`config.mk`:
```
export PLATFORM = sky130hd
export DESIGN_NAME = retire_trace_top
export DESIGN_NICKNAME = d
export VERILOG_FILES = /design/src/rtl/retire_trace_pkg.sv /design/src/rtl/trace_q_if.sv /design/src/rtl/retire_trace_top.sv /design/src/rtl/rvc_expand.sv /design/src/rtl/trace_fifo.sv /design/src/rtl/trace_record_builder.sv /design/src/rtl/trace_wb_port.sv
export SDC_FILE = /design/constraint.sdc
export NUM_CORES = 2
export LEC_CHECK = 0
export BUFFER_PORTS_ARGS = -buffer_cell sky130_fd_sc_hd__buf_4
export CORE_UTILIZATION = 30
export CTS_CLUSTER_SIZE = 12
export DETAILED_ROUTE_END_ITERATION = 8
export GPL_ROUTABILITY_DRIVEN = 0
export SETUP_SLACK_MARGIN = 0.05
export SYNTH_ARGS = -nofsm -noshare
export SYNTH_HDL_FRONTEND = slang
export SYNTH_SLANG_ARGS = --single-unit
```
`constraint.sdc`:
```
create_clock -name clk_i -period 19.92 [get_ports clk_i]
set_input_delay 1.992 -clock clk_i [delete_from_list [all_inputs] [get_ports clk_i]]
set_output_delay 1.992 -clock clk_i [all_outputs]
set_load 0.05 [all_outputs]
```
`src/rtl/retire_trace_pkg.sv`:
```
// ----------------------------------------
// Retirement trace types and register map
// Record layout, register tags, immediate
// formats and Wishbone word offsets
// ----------------------------------------
package retire_trace_pkg;

  // Top bit set marks the FP register file, low five bits are the index
  typedef logic [5:0] reg_tag_t;

  typedef enum logic [2:0] {
    IMM_NONE,
    IMM_I,
    IMM_S,
    IMM_B,
    IMM_U,
    IMM_J
  } imm_fmt_e;

  // One retired instruction
  typedef struct packed {
    logic [31:0] cycle;
    logic [31:0] pc;
    logic [31:0] insn;
    logic        compressed;
    logic        unsupported;
    reg_tag_t    rd;
    reg_tag_t    rs1;
    reg_tag_t    rs2;
    logic [31:0] rd_value;
    logic [31:0] rs1_value;
    logic [31:0] rs2_value;
    logic [31:0] imm;
  } trace_rec_t;

  // Word offsets on the Wishbone port
  localparam logic [3:0] REG_STATUS  = 4'd0;
  localparam logic [3:0] REG_CYCLE   = 4'd1;
  localparam logic [3:0] REG_PC      = 4'd2;
  localparam logic [3:0] REG_INSN    = 4'd3;
  localparam logic [3:0] REG_TAGS    = 4'd4;
  localparam logic [3:0] REG_RD_VAL  = 4'd5;
  localparam logic [3:0] REG_RS1_VAL = 4'd6;
  localparam logic [3:0] REG_RS2_VAL = 4'd7;
  localparam logic [3:0] REG_IMM     = 4'd8;
  localparam logic [3:0] REG_POP     = 4'd9;

endpackage

```
`src/rtl/trace_q_if.sv`:
```
// ----------------------------------------
// Queue link between FIFO and bus port
// ----------------------------------------
interface trace_q_if;

  import retire_trace_pkg::*;

  trace_rec_t  head;
  logic        empty;
  logic [15:0] count;
  logic        overflow;
  logic        pop;
  logic        clr_ovf;

  modport producer (output head, empty, count, overflow, input pop, clr_ovf);

  modport consumer (input head, empty, count, overflow, output pop, clr_ovf);

endinterface

```
`src/rtl/retire_trace_top.sv`:
```
// ----------------------------------------
// Retirement trace capture unit
// RVFI in, record FIFO, Wishbone readout
// ----------------------------------------
module retire_trace_top #(
  parameter int DEPTH = 8
) (
  input  logic        clk_i,
  input  logic        rst_ni,
  input  logic        valid_i,
  input  logic [31:0] insn_i,
  input  logic [31:0] pc_i,
  input  logic [4:0]  rd_addr_i,
  input  logic [31:0] rd_wdata_i,
  input  logic        frd_wvalid_i,
  input  logic [4:0]  frd_addr_i,
  input  logic [4:0]  rs1_addr_i,
  input  logic [4:0]  rs2_addr_i,
  input  logic [31:0] rs1_rdata_i,
  input  logic [31:0] rs2_rdata_i,
  input  logic        frs1_rvalid_i,
  input  logic        frs2_rvalid_i,
  input  logic [4:0]  frs1_addr_i,
  input  logic [4:0]  frs2_addr_i,
  input  logic [31:0] frs1_rdata_i,
  input  logic [31:0] frs2_rdata_i,
  input  logic        cyc_i,
  input  logic        stb_i,
  input  logic        we_i,
  input  logic [3:0]  adr_i,
  input  logic [31:0] dat_i,
  output logic [31:0] dat_o,
  output logic        ack_o
);

  import retire_trace_pkg::*;

  logic       rec_valid;
  trace_rec_t rec;

  trace_q_if q_if ();

  trace_record_builder u_builder (
    .clk_i        (clk_i),
    .rst_ni       (rst_ni),
    .valid_i      (valid_i),
    .pc_i         (pc_i),
    .insn_i       (insn_i),
    .rd_addr_i    (rd_addr_i),
    .rd_wdata_i   (rd_wdata_i),
    .frd_wvalid_i (frd_wvalid_i),
    .frd_addr_i   (frd_addr_i),
    .rs1_addr_i   (rs1_addr_i),
    .rs2_addr_i   (rs2_addr_i),
    .rs1_rdata_i  (rs1_rdata_i),
    .rs2_rdata_i  (rs2_rdata_i),
    .frs1_rvalid_i(frs1_rvalid_i),
    .frs2_rvalid_i(frs2_rvalid_i),
    .frs1_addr_i  (frs1_addr_i),
    .frs2_addr_i  (frs2_addr_i),
    .frs1_rdata_i (frs1_rdata_i),
    .frs2_rdata_i (frs2_rdata_i),
    .rec_valid_o  (rec_valid),
    .rec_o        (rec)
  );

  trace_fifo #(
    .DEPTH(DEPTH)
  ) u_fifo (
    .clk_i  (clk_i),
    .rst_ni (rst_ni),
    .wr_i   (rec_valid),
    .wdata_i(rec),
    .q      (q_if.producer)
  );

  trace_wb_port u_wb_port (
    .clk_i (clk_i),
    .rst_ni(rst_ni),
    .cyc_i (cyc_i),
    .stb_i (stb_i),
    .we_i  (we_i),
    .adr_i (adr_i),
    .dat_i (dat_i),
    .dat_o (dat_o),
    .ack_o (ack_o),
    .q     (q_if.consumer)
  );

endmodule

```
`src/rtl/rvc_expand.sv`:
```
// ----------------------------------------
// RV32C expander for a small subset
// Rewrites supported compressed forms into
// their 32-bit base encodings
// ----------------------------------------
module rvc_expand (
  input  logic [31:0] insn_i,
  output logic [31:0] insn_o,
  output logic        compressed_o,
  output logic        unsupported_o
);

  logic [15:0] c;
  logic [4:0]  rd_full;
  logic [4:0]  rs2_full;
  logic [4:0]  rd_p;
  logic [4:0]  rs1_p;

  assign c        = insn_i[15:0];
  assign rd_full  = c[11:7];
  assign rs2_full = c[6:2];
  // Compact register fields address x8..x15
  assign rd_p     = {2'b01, c[4:2]};
  assign rs1_p    = {2'b01, c[9:7]};

  assign compressed_o = (insn_i[1:0] != 2'b11);

  always_comb begin
    insn_o        = {16'b0, c};
    unsupported_o = compressed_o;
    if (!compressed_o) begin
      insn_o = insn_i;
    end else begin
      unique case ({c[1:0], c[15:13]})
        5'b00_010: begin  // C.LW
          insn_o = {5'b0, c[5], c[12:10], c[6], 2'b00, rs1_p, 3'b010, rd_p, 7'b0000011};
          unsupported_o = 1'b0;
        end
        5'b00_110: begin  // C.SW
          insn_o = {5'b0, c[5], c[12], rd_p, rs1_p, 3'b010, c[11:10], c[6], 2'b00,
                    7'b0100011};
          unsupported_o = 1'b0;
        end
        5'b01_000: begin  // C.ADDI
          insn_o = {{7{c[12]}}, c[6:2], rd_full, 3'b000, rd_full, 7'b0010011};
          unsupported_o = 1'b0;
        end
        5'b01_010: begin  // C.LI
          insn_o = {{7{c[12]}}, c[6:2], 5'd0, 3'b000, rd_full, 7'b0010011};
          unsupported_o = 1'b0;
        end
        5'b01_011: begin
          // rd of x2 is C.ADDI16SP, which stays unsupported
          if (rd_full != 5'd2) begin
            insn_o = {{15{c[12]}}, c[6:2], rd_full, 7'b0110111};
            unsupported_o = 1'b0;
          end
        end
        5'b01_101: begin  // C.J becomes JAL x0
          insn_o = {c[12], c[8], c[10:9], c[6], c[7], c[2], c[11], c[5:3], c[12],
                    {8{c[12]}}, 5'd0, 7'b1101111};
          unsupported_o = 1'b0;
        end
        5'b10_100: begin
          // C.MV and C.ADD, a zero rs2 means a jump or ebreak
          if (rs2_full != 5'd0) begin
            insn_o = {7'b0, rs2_full, c[12] ? rd_full : 5'd0, 3'b000, rd_full, 7'b0110011};
            unsupported_o = 1'b0;
          end
        end
        default: ;
      endcase
    end
  end

endmodule

```
`src/rtl/trace_fifo.sv`:
```
// ----------------------------------------
// Trace record FIFO
// Circular queue that drops when full and
// keeps a sticky overflow flag
// ----------------------------------------
module trace_fifo #(
  parameter int DEPTH = 8
) (
  input  logic                         clk_i,
  input  logic                         rst_ni,
  input  logic                         wr_i,
  input  retire_trace_pkg::trace_rec_t wdata_i,
  trace_q_if.producer                  q
);

  import retire_trace_pkg::*;

  localparam int AW = $clog2(DEPTH);
  localparam logic [AW:0] FULL_CNT = (AW + 1)'(DEPTH);

  trace_rec_t    mem [DEPTH];
  logic [AW-1:0] wr_ptr_q;
  logic [AW-1:0] rd_ptr_q;
  logic [AW:0]   count_q;
  logic          ovf_q;
  logic          empty;
  logic          full;
  logic          do_pop;
  logic          do_push;

  assign empty   = (count_q == '0);
  assign full    = (count_q == FULL_CNT);
  assign do_pop  = q.pop && !empty;
  // A pop in the same cycle frees a slot for the arriving record
  assign do_push = wr_i && (!full || do_pop);

  always_ff @(posedge clk_i or negedge rst_ni) begin
    if (!rst_ni) begin
      wr_ptr_q <= '0;
      rd_ptr_q <= '0;
      count_q  <= '0;
      ovf_q    <= 1'b0;
    end else begin
      if (do_push) wr_ptr_q <= wr_ptr_q + 1'b1;
      if (do_pop) rd_ptr_q <= rd_ptr_q + 1'b1;
      if (do_push && !do_pop) begin
        count_q <= count_q + 1'b1;
      end else if (do_pop && !do_push) begin
        count_q <= count_q - 1'b1;
      end
      // A drop in the clearing cycle is still reported
      if (wr_i && !do_push) begin
        ovf_q <= 1'b1;
      end else if (q.clr_ovf) begin
        ovf_q <= 1'b0;
      end
    end
  end

  always_ff @(posedge clk_i) begin
    if (do_push) mem[wr_ptr_q] <= wdata_i;
  end

  assign q.head     = mem[rd_ptr_q];
  assign q.empty    = empty;
  assign q.count    = 16'(count_q);
  assign q.overflow = ovf_q;

endmodule

```
`src/rtl/trace_record_builder.sv`:
```
// ----------------------------------------
// Trace record builder
// Tags registers, extracts the immediate,
// stamps the cycle and registers a record
// ----------------------------------------
module trace_record_builder (
  input  logic                         clk_i,
  input  logic                         rst_ni,
  input  logic                         valid_i,
  input  logic [31:0]                  pc_i,
  input  logic [31:0]                  insn_i,
  input  logic [4:0]                   rd_addr_i,
  input  logic [31:0]                  rd_wdata_i,
  input  logic                         frd_wvalid_i,
  input  logic [4:0]                   frd_addr_i,
  input  logic [4:0]                   rs1_addr_i,
  input  logic [4:0]                   rs2_addr_i,
  input  logic [31:0]                  rs1_rdata_i,
  input  logic [31:0]                  rs2_rdata_i,
  input  logic                         frs1_rvalid_i,
  input  logic                         frs2_rvalid_i,
  input  logic [4:0]                   frs1_addr_i,
  input  logic [4:0]                   frs2_addr_i,
  input  logic [31:0]                  frs1_rdata_i,
  input  logic [31:0]                  frs2_rdata_i,
  output logic                         rec_valid_o,
  output retire_trace_pkg::trace_rec_t rec_o
);

  import retire_trace_pkg::*;

  logic [31:0] insn_exp;
  logic        compressed;
  logic        unsupported;
  reg_tag_t    rd_tag;
  reg_tag_t    rs1_tag;
  reg_tag_t    rs2_tag;
  logic [31:0] rs1_value;
  logic [31:0] rs2_value;
  imm_fmt_e    imm_fmt;
  logic [31:0] imm;
  logic [31:0] cycle_q;
  logic        rec_valid_q;
  trace_rec_t  rec_q;

  rvc_expand u_rvc_expand (
    .insn_i       (insn_i),
    .insn_o       (insn_exp),
    .compressed_o (compressed),
    .unsupported_o(unsupported)
  );

  // FP flag picks the FP file and sets the tag top bit
  assign rd_tag    = frd_wvalid_i ? {1'b1, frd_addr_i} : {1'b0, rd_addr_i};
  assign rs1_tag   = frs1_rvalid_i ? {1'b1, frs1_addr_i} : {1'b0, rs1_addr_i};
  assign rs2_tag   = frs2_rvalid_i ? {1'b1, frs2_addr_i} : {1'b0, rs2_addr_i};
  assign rs1_value = frs1_rvalid_i ? frs1_rdata_i : rs1_rdata_i;
  assign rs2_value = frs2_rvalid_i ? frs2_rdata_i : rs2_rdata_i;

  always_comb begin
    unique case (insn_exp[6:0])
      7'b0010011, 7'b0000011, 7'b1100111: imm_fmt = IMM_I;
      7'b0100011:                         imm_fmt = IMM_S;
      7'b1100011:                         imm_fmt = IMM_B;
      7'b0110111, 7'b0010111:             imm_fmt = IMM_U;
      7'b1101111:                         imm_fmt = IMM_J;
      default:                            imm_fmt = IMM_NONE;
    endcase
  end

  always_comb begin
    unique case (imm_fmt)
      IMM_I:   imm = {{20{insn_exp[31]}}, insn_exp[31:20]};
      IMM_S:   imm = {{20{insn_exp[31]}}, insn_exp[31:25], insn_exp[11:7]};
      IMM_B:   imm = {{19{insn_exp[31]}}, insn_exp[31], insn_exp[7], insn_exp[30:25],
                      insn_exp[11:8], 1'b0};
      IMM_U:   imm = {insn_exp[31:12], 12'b0};
      IMM_J:   imm = {{12{insn_exp[31]}}, insn_exp[19:12], insn_exp[20], insn_exp[30:21],
                      1'b0};
      default: imm = '0;
    endcase
  end

  always_ff @(posedge clk_i or negedge rst_ni) begin
    if (!rst_ni) begin
      cycle_q     <= '0;
      rec_valid_q <= 1'b0;
    end else begin
      cycle_q     <= cycle_q + 32'd1;
      rec_valid_q <= valid_i;
    end
  end

  always_ff @(posedge clk_i) begin
    if (valid_i) begin
      rec_q <= '{cycle: cycle_q, pc: pc_i, insn: insn_exp, compressed: compressed,
                 unsupported: unsupported, rd: rd_tag, rs1: rs1_tag, rs2: rs2_tag,
                 rd_value: rd_wdata_i, rs1_value: rs1_value, rs2_value: rs2_value,
                 imm: imm};
    end
  end

  assign rec_valid_o = rec_valid_q;
  assign rec_o       = rec_q;

endmodule

```
`src/rtl/trace_wb_port.sv`:
```
// ----------------------------------------
// Wishbone classic slave for the trace FIFO
// Maps head record and status to words and
// pops or clears overflow on writes
// ----------------------------------------
module trace_wb_port (
  input  logic        clk_i,
  input  logic        rst_ni,
  input  logic        cyc_i,
  input  logic        stb_i,
  input  logic        we_i,
  input  logic [3:0]  adr_i,
  input  logic [31:0] dat_i,
  output logic [31:0] dat_o,
  output logic        ack_o,
  trace_q_if.consumer q
);

  import retire_trace_pkg::*;

  logic        req;
  logic [31:0] rdata;
  logic [31:0] dat_q;
  logic        ack_q;
  logic        pop_q;
  logic        clr_q;

  // No new request is taken while ack is high
  assign req = cyc_i && stb_i && !ack_q;

  always_comb begin
    rdata = '0;
    if (adr_i == REG_STATUS) begin
      rdata = {14'b0, q.empty, q.overflow, q.count};
    end else if (!q.empty) begin
      unique case (adr_i)
        REG_CYCLE:   rdata = q.head.cycle;
        REG_PC:      rdata = q.head.pc;
        REG_INSN:    rdata = q.head.insn;
        REG_TAGS:    rdata = {6'b0, q.head.unsupported, q.head.compressed, 2'b0, q.head.rs2,
                              2'b0, q.head.rs1, 2'b0, q.head.rd};
        REG_RD_VAL:  rdata = q.head.rd_value;
        REG_RS1_VAL: rdata = q.head.rs1_value;
        REG_RS2_VAL: rdata = q.head.rs2_value;
        REG_IMM:     rdata = q.head.imm;
        default:     rdata = '0;
      endcase
    end
  end

  // Any write to the status word clears overflow
  always_ff @(posedge clk_i or negedge rst_ni) begin
    if (!rst_ni) begin
      ack_q <= 1'b0;
      pop_q <= 1'b0;
      clr_q <= 1'b0;
    end else begin
      ack_q <= req;
      pop_q <= req && we_i && (adr_i == REG_POP) && !q.empty;
      clr_q <= req && we_i && (adr_i == REG_STATUS);
    end
  end

  always_ff @(posedge clk_i) begin
    if (req && !we_i) dat_q <= rdata;
  end

  assign dat_o     = dat_q;
  assign ack_o     = ack_q;
  assign q.pop     = pop_q;
  assign q.clr_ovf = clr_q;

endmodule

```
Word level (Yosys, flattened, before mapping). Memory sizes are Yosys's and may differ from the RTL's. Index checks and enable logic that the tools add are counted.

Add/subtract/negate cells: 5. Equal/unequal tests: 32. Mux-type cells: 24. Reductions and logical operators: 28.

Operators by type and width (number): 32-bit case mux with 8 select lines (1); 32-bit case mux with 7 select lines (1); 32-bit case mux with 5 select lines (1); 32-bit 2-to-1 mux (4); 18-bit 2-to-1 mux (2); 32-bit by 1-bit adder with 32-bit output (second input constant) (1); 25-bit 2-to-1 mux (1); 7-bit equality test (second input constant) (3); 5-bit by 4-bit equality test with 1-bit output (second input constant) (4); 6-bit 2-to-1 mux (3); 4-bit by 3-bit equality test with 1-bit output (second input constant) (4); 3-bit case mux with 5 select lines (1); 7-bit by 5-bit equality test with 1-bit output (second input constant) (2); 7-bit by 6-bit equality test with 1-bit output (second input constant) (2); 4-bit equality test (second input constant) (3); 1-bit logical AND (12); 4-bit by 2-bit equality test with 1-bit output (second input constant) (2); 4-bit logical NOT (2); 4-bit 2-to-1 mux (2); 7-bit by 2-bit equality test with 1-bit output (second input constant) (1); 3-bit by 1-bit adder with 3-bit output (second input constant) (2); 3-bit by 2-bit equality test with 1-bit output (second input constant) (2); 3-bit equality test (second input constant) (2); 1-bit logical NOT (6); other kinds (18) (25).

Flip-flop bits (word level): 323. Memory bits (writable): 1952. Input port bits: 299. Output and inout port bits: 33. Word-level logic and storage cells: 113. Memories kept: 1.

Memories: u_fifo.mem (depth 8, bits a word 244, rd ports 1, clocked after memory_dff 0, wr ports 1, RTL line trace_fifo.sv:21) `trace_rec_t mem [DEPTH];`.

Logic depth before layout (Yosys ltp).
Depth after elaboration: 9. Gate-level depth with buffers: 12. Mapped depth without buffers: 11.

Hierarchy. From an unflattened synthesis, not the netlist that was laid out.

Cell total of the unflattened synthesis: 3954. Area, all modules: 88595.0 um^2.

Modules (own cells, without submodules): trace_fifo (times used 1, cells an instance 2900, area an instance 73922.1 um^2); trace_record_builder (times used 1, cells an instance 529, area an instance 10209.8 um^2); trace_wb_port (times used 1, cells an instance 376, area an instance 3503.4 um^2); rvc_expand (times used 1, cells an instance 149, area an instance 959.7 um^2).

Worst setup path before layout. OpenSTA, ideal clock, no wires.

Path type: register to register. From: reg u_fifo.count_q[0]. To: mem u_fifo.mem[0][0] (netlist bit), enable pin. Data arrival time: 17.499 ns. Data required time: 18.773 ns. Path slack: 1.274 ns. Stages on the path, launching flop included: 7. Period minus slack after synthesis: 18.646 ns. Path through: dfrtp_1 -> nor3_1 -> nand3b_1 -> and2_1 -> clkbuf_1 -> nand2b_1 -> nor3_1.

Word-level cells in the longest chain between the ends: 7. Elaborated cells on any way between the ends: 9. Those cells by class: eq/ne (1); mux (2); reduce/logical (6).

RTL lines: start: declaration (RTL line trace_fifo.sv:24) `logic [AW:0] count_q;`; start signal: assignment (RTL line trace_fifo.sv:47) `count_q <= count_q + 1'b1;`; start signal: assignment (RTL line trace_fifo.sv:49) `count_q <= count_q - 1'b1;`; 4-bit logical NOT (RTL line trace_fifo.sv:31) `assign empty = (count_q == '0);`; 1-bit logical NOT; 1-bit logical AND (RTL line trace_fifo.sv:33) `assign do_pop = q.pop && !empty;`; 1-bit logical OR * (RTL line trace_fifo.sv:35) `assign do_push = wr_i && (!full || do_pop);`; 1-bit logical AND * (RTL line trace_fifo.sv:35); via u_fifo.do_push (RTL line trace_fifo.sv:29) `logic do_push;`; 1-bit 2-to-1 mux * (RTL line trace_fifo.sv:61) `if (do_push) mem[wr_ptr_q] <= wdata_i;`; 1-bit 2-to-1 mux (implied by the code) * (RTL line trace_fifo.sv:61); end: declaration (RTL line trace_fifo.sv:21).

The timed path passes the listed nets; every way through them passes the cells marked *.

Worst setup path in the final report.
From: reg u_fifo.rd_ptr_q[0]. To: reg u_wb_port.dat_q[24] (netlist: u_wb_port.dat_o[24]), data pin.

Word-level cells in the longest chain between the ends: 2.

RTL lines: start: declaration (RTL line trace_fifo.sv:23) `logic [AW-1:0] rd_ptr_q;`; start signal: assignment (RTL line trace_fifo.sv:45) `if (do_pop) rd_ptr_q <= rd_ptr_q + 1'b1;`; memory 8 x 244 bit; 32-bit case mux with 8 select lines (RTL line trace_wb_port.sv:36) `unique case (adr_i)`; end signal: assignment (RTL line trace_wb_port.sv:65) `if (req && !we_i) dat_q <= rdata;`; end: declaration (RTL line trace_wb_port.sv:23) `logic [31:0] dat_q;`.

No other way between the ends. A chain may end at the register's enable or synchronous reset.

==> flow_summary_export.csv <==
group,metric,value,unit
routing,ant_nets,0,
global_route,grt_pass1_vias,41200,
finish,finalNetCount,4565,
clock_network,clk_path_buf_depth,4,
floorplanning,chipWidth,539.1,um
setup_path,crit_path_arrival_time,6630,ps
min_path,worstHoldEndpoint,"u_fifo.q.overflow",
setup_path,worstPathMaxFanout,42,
floorplanning,floorplan.die.height,539.1,um
routing,dr_total_vias,40780,
timing,slew_violations,0,
power_and_ir_drop,power.switching_fraction,0.2513,
logic_synthesis,synth.yosys.seq_area_share,0.7867,
floorplanning,start_util,0.3026,
setup_path,setup.worst_path.class,"register to register",
global_route,grt_first_pass_wirelength,313700,um
clock_network,clkTransAtPathRegs,60,ps
power_and_ir_drop,comb_power_share,0.152,
placed_design,portBuffers,299,
setup_path,timing.critical_path.to_type,"register",
routing,post_detailed_routing_wire_length,222600,um
logic_synthesis,ys_types,65,
power_and_ir_drop,power,11.86,mW
global_route,pin_count_of_the_biggest_net_entering_global_routing,113,
timing,min_period,6042,ps
logic_synthesis,netlist.top_cell.by_area,"edfxtp_1",
floorplanning,std_cell_rows,196,
clock_network,ctsRootBufferMaster,"clkbuf_16",
timing,post-route-period-util,0.3033,
flow_run,max-cap-violations,0,
finish,drive_gt1_frac,0.2828,
logic_synthesis,ys_top_cells_by_area,"edfxtp_1 (77%), mux4_2 (13%), mux2i_1 (2.8%)",
power_and_ir_drop,power_leakage,30.61,nW
clock_network,post_cts_resize_count,0,
timing,clock-skew-final,96.25,ps
run_status,run_status,"finished clean",
min_path,worst_hold_startpoint,"u_wb_port.q.clr_ovf",
min_path,hp-class,"register to register",
logic_synthesis,synth_edf_count,2228,
logic_synthesis,synthDominantCellAreaShare,0.7731,
routing,count_of_routing_violations_after_the_opening_detailed_route_iteration,4415,
power_and_ir_drop,power.density_cell_area,118.5,nW/um^2
timing,final_critical_path_setup_slack,13880,ps
routing,drcViolationCount,0,
clock_network,cts.sink_count,2275,
timing,fin_setup_tns,0,ps
placed_design,place.detailed.hpwl,131200,um
global_route,grt-ovfl-total,0,
clock_network,worstSkewPairLatency,920,ps
power_and_ir_drop,power.internal,8.878,mW
power_and_ir_drop,vdd_drop_max,84.44,uV
timing,setup_repair_after_global_routing_missed_its_margin,"false",
logic_synthesis,yosysWarningCount,0,
logic_synthesis,synth_nets,4143,
setup_path,timing.reg2reg.setup_slack,13880,ps
clock_network,hold_buffers,0,
setup_path,reg2reg_depth,9,
timing,tightest_slew,1326,ps
timing,final-hold-violation-count,0,
clock_network,cts_made_buffers,227,
clock_network,tritoncts,"yes",
timing,max-slew-margin-rel,0.1159,
logic_synthesis,synth-async-reset-ratio,0.02066,
clock_network,post-cts-setup-buffers,0,
power_and_ir_drop,share_clk_of_total_power,0.323,
logic_synthesis,synth_seq_cells,2275,
logic_synthesis,postSynth.topFlopCell,"edfxtp_1",
power_and_ir_drop,seq_power_share,0.524,
global_route,grt_antenna_before_repair,25,
setup_path,setup.worst_path.start_class,"register",
floorplanning,core_area,285900,um^2
placed_design,dp_worst_setup_slack,13690,ps
setup_path,r2r-start,"u_fifo.rd_ptr_q[0]",
timing,timing.fmax,165.5,MHz
finish,area_growth_syn_to_layout,15.65,%
logic_synthesis,synthesis.area_per_instance,22.55,um^2
setup_path,worst-endpoint-required,20510,ps
min_path,whs_path_depth,1,
floorplanning,floorplan.die_area,290600,um^2
timing,report.final.setup_viol,0,
clock_network,cts-htree-levels,4,
logic_synthesis,synthesis.instances,3837,
routing,post_drt_wl_per_cell,27.28,um
power_and_ir_drop,net-switching-power,2.980,mW
routing,post_drt_via_cell_ratio,4.997,
logic_synthesis,synthesis.area,86540,um^2
floorplanning,io-pin-count,332,
routing,drt-pass1-iter-count,6,
global_route,groute.usage.overall,0.1501,
setup_path,reg_to_reg_critical_path_endpoint,"u_wb_port.dat_o[24]",
-- metrics by stage --
stage / area (um^2) / utilization / std cells / hold slack (ps)
after global routing: 100100 / 0.3500 / 8157 / 471.5
after floorplan: 86540 / - / 3837 / 409.4
final: 100100 / 0.3500 / 8160 / 442.4
after detailed placement: 93660 / 0.3275 / 7792 / 430.4
after global placement: 93660 / 0.3275 / 7792 / 434.5
after CTS: 100100 / 0.3499 / 8151 / 438.2
-- layout by cell type (no fill, tap or decap), drive strengths merged, types with 4 or more instances in the layout --
master,n
edfxtp,2228
nor3b,6
nor3,14
o22ai,124
nand2b,8
and3,7
a22o,5
a21o,6
xnor2,31
nand3b,5
dfrtp,47
xor2,9
inv,30
diode,9
o211ai,5
clkinv,23
ha,6
a21oi,10
nor4,37
mux2i,245
and4,4
mux4,488
a221oi,12
nand4,13
nand3,26
nor2,70
o21ai,32
nor2b,5
clkbuf,326
nand2,53
buf,384
mux2,82
or2,4
-- kinds of logic (layout without fill, tap and decap cells) --
group           after synthesis  count (layout)  share of synthesized area
mux                         815             815                     0.1660
fa+ha+maj                     7               7                   0.001099
compound gates              219             219                    0.01670
flops                      2275            2275                     0.7867
simple gates                265             265                    0.01593
xor+xnor                     40              40                   0.004048
buf+inv                     216             768                   0.009513
other cells                   0               9                          0
-- layout make-up --
cell class | count | area (um^2)
fillers | 26360 | 185900
flip-flops and latches | 2275 | 68090
multi-input cells | 1346 | 17740
clock buffers | 326 | 6102
well taps | 3762 | 4707
repair buffers | 384 | 3028
clock inverters | 33 | 297.8
inverters | 25 | 93.84
diodes | 9 | 22.52
-- how the worst max path moves through the flow --
stage	start	end
6_report	u_fifo.rd_ptr_q[0]	u_wb_port.dat_o[24]
3_3_place_gp	u_fifo.rd_ptr_q[0]	u_wb_port.dat_o[24]
5_1_grt	u_fifo.rd_ptr_q[0]	u_wb_port.dat_o[24]
4_1_cts	u_fifo.rd_ptr_q[0]	u_wb_port.dat_o[24]
3_5_place_dp	u_fifo.rd_ptr_q[0]	u_wb_port.dat_o[24]
2_1_floorplan	u_fifo.count_q[0]	u_fifo.mem[0][0]
-- critical path, stage by stage (launching register included) --
cell and delay, ps:
dfrtp_4 1010, buf_4 750, buf_4 570, buf_4 580
buf_4 760, mux4_2 580, mux2i_1 580, o22ai_1 320
nor4_1 370, nor2_1 70
-- synthesized netlist by cell type (4+ instances only) --
cell type  number
a221oi_1       12
nand2_1        53
mux2i_1       245
edfxtp_1     2228
a21o_1          6
a21oi_1         8
buf_2           7
o21ai_0        29
nand4_1        13
and4_1          4
ha_1            6
nor4_1         36
inv_1          25
xnor2_1        31
nor3_1         12
o22ai_1       123
o211ai_1        5
mux4_2        488
a22o_1          5
dfrtp_1        47
mux2_2         82
nor2_1         70
and3_1          7
clkbuf_1      103
xor2_1          9
nor3b_1         4
nand2b_1        8
nand3_1        26
nor2b_1         5
buf_1          80
nand3b_1        5
or2_2           4
-- sequential cells by signal, summed over array words and instances, names as in the netlist --
name	flops
u_fifo.mem	1952
u_builder.rec_o	244
u_builder.cycle_q	32
u_wb_port.dat_o	32
u_fifo.count_q	4
u_fifo.rd_ptr_q	3
u_fifo.wr_ptr_q	3
u_builder.rec_valid_o	1
u_fifo.q.overflow	1
u_wb_port.ack_o	1
u_wb_port.q.clr_ovf	1
u_wb_port.q.pop	1
-- power by group through the flow --
| stage | combinational (mW) | sequential, mW | clock (mW) |
|---|---|---|---|
| after global placement | 1.86 | 6.27 | 0 |
| after global routing | 1.94 | 6.27 | 4.09 |
| final | 1.81 | 6.22 | 3.83 |
| after floorplan | 1.22 | 6.50 | 0 |
| after CTS | 1.87 | 6.22 | 3.92 |
| after detailed placement | 1.86 | 6.32 | 0 |
-- routing by layer --
metal / track usage / routed length (um)
met1: 0.2070 / 95500
met2: 0.2437 / 108800
met3: 0.02303 / 12520
met4: 0.04751 / 5715
met5: 0 / 46
(Power assumes the default switching activity.)
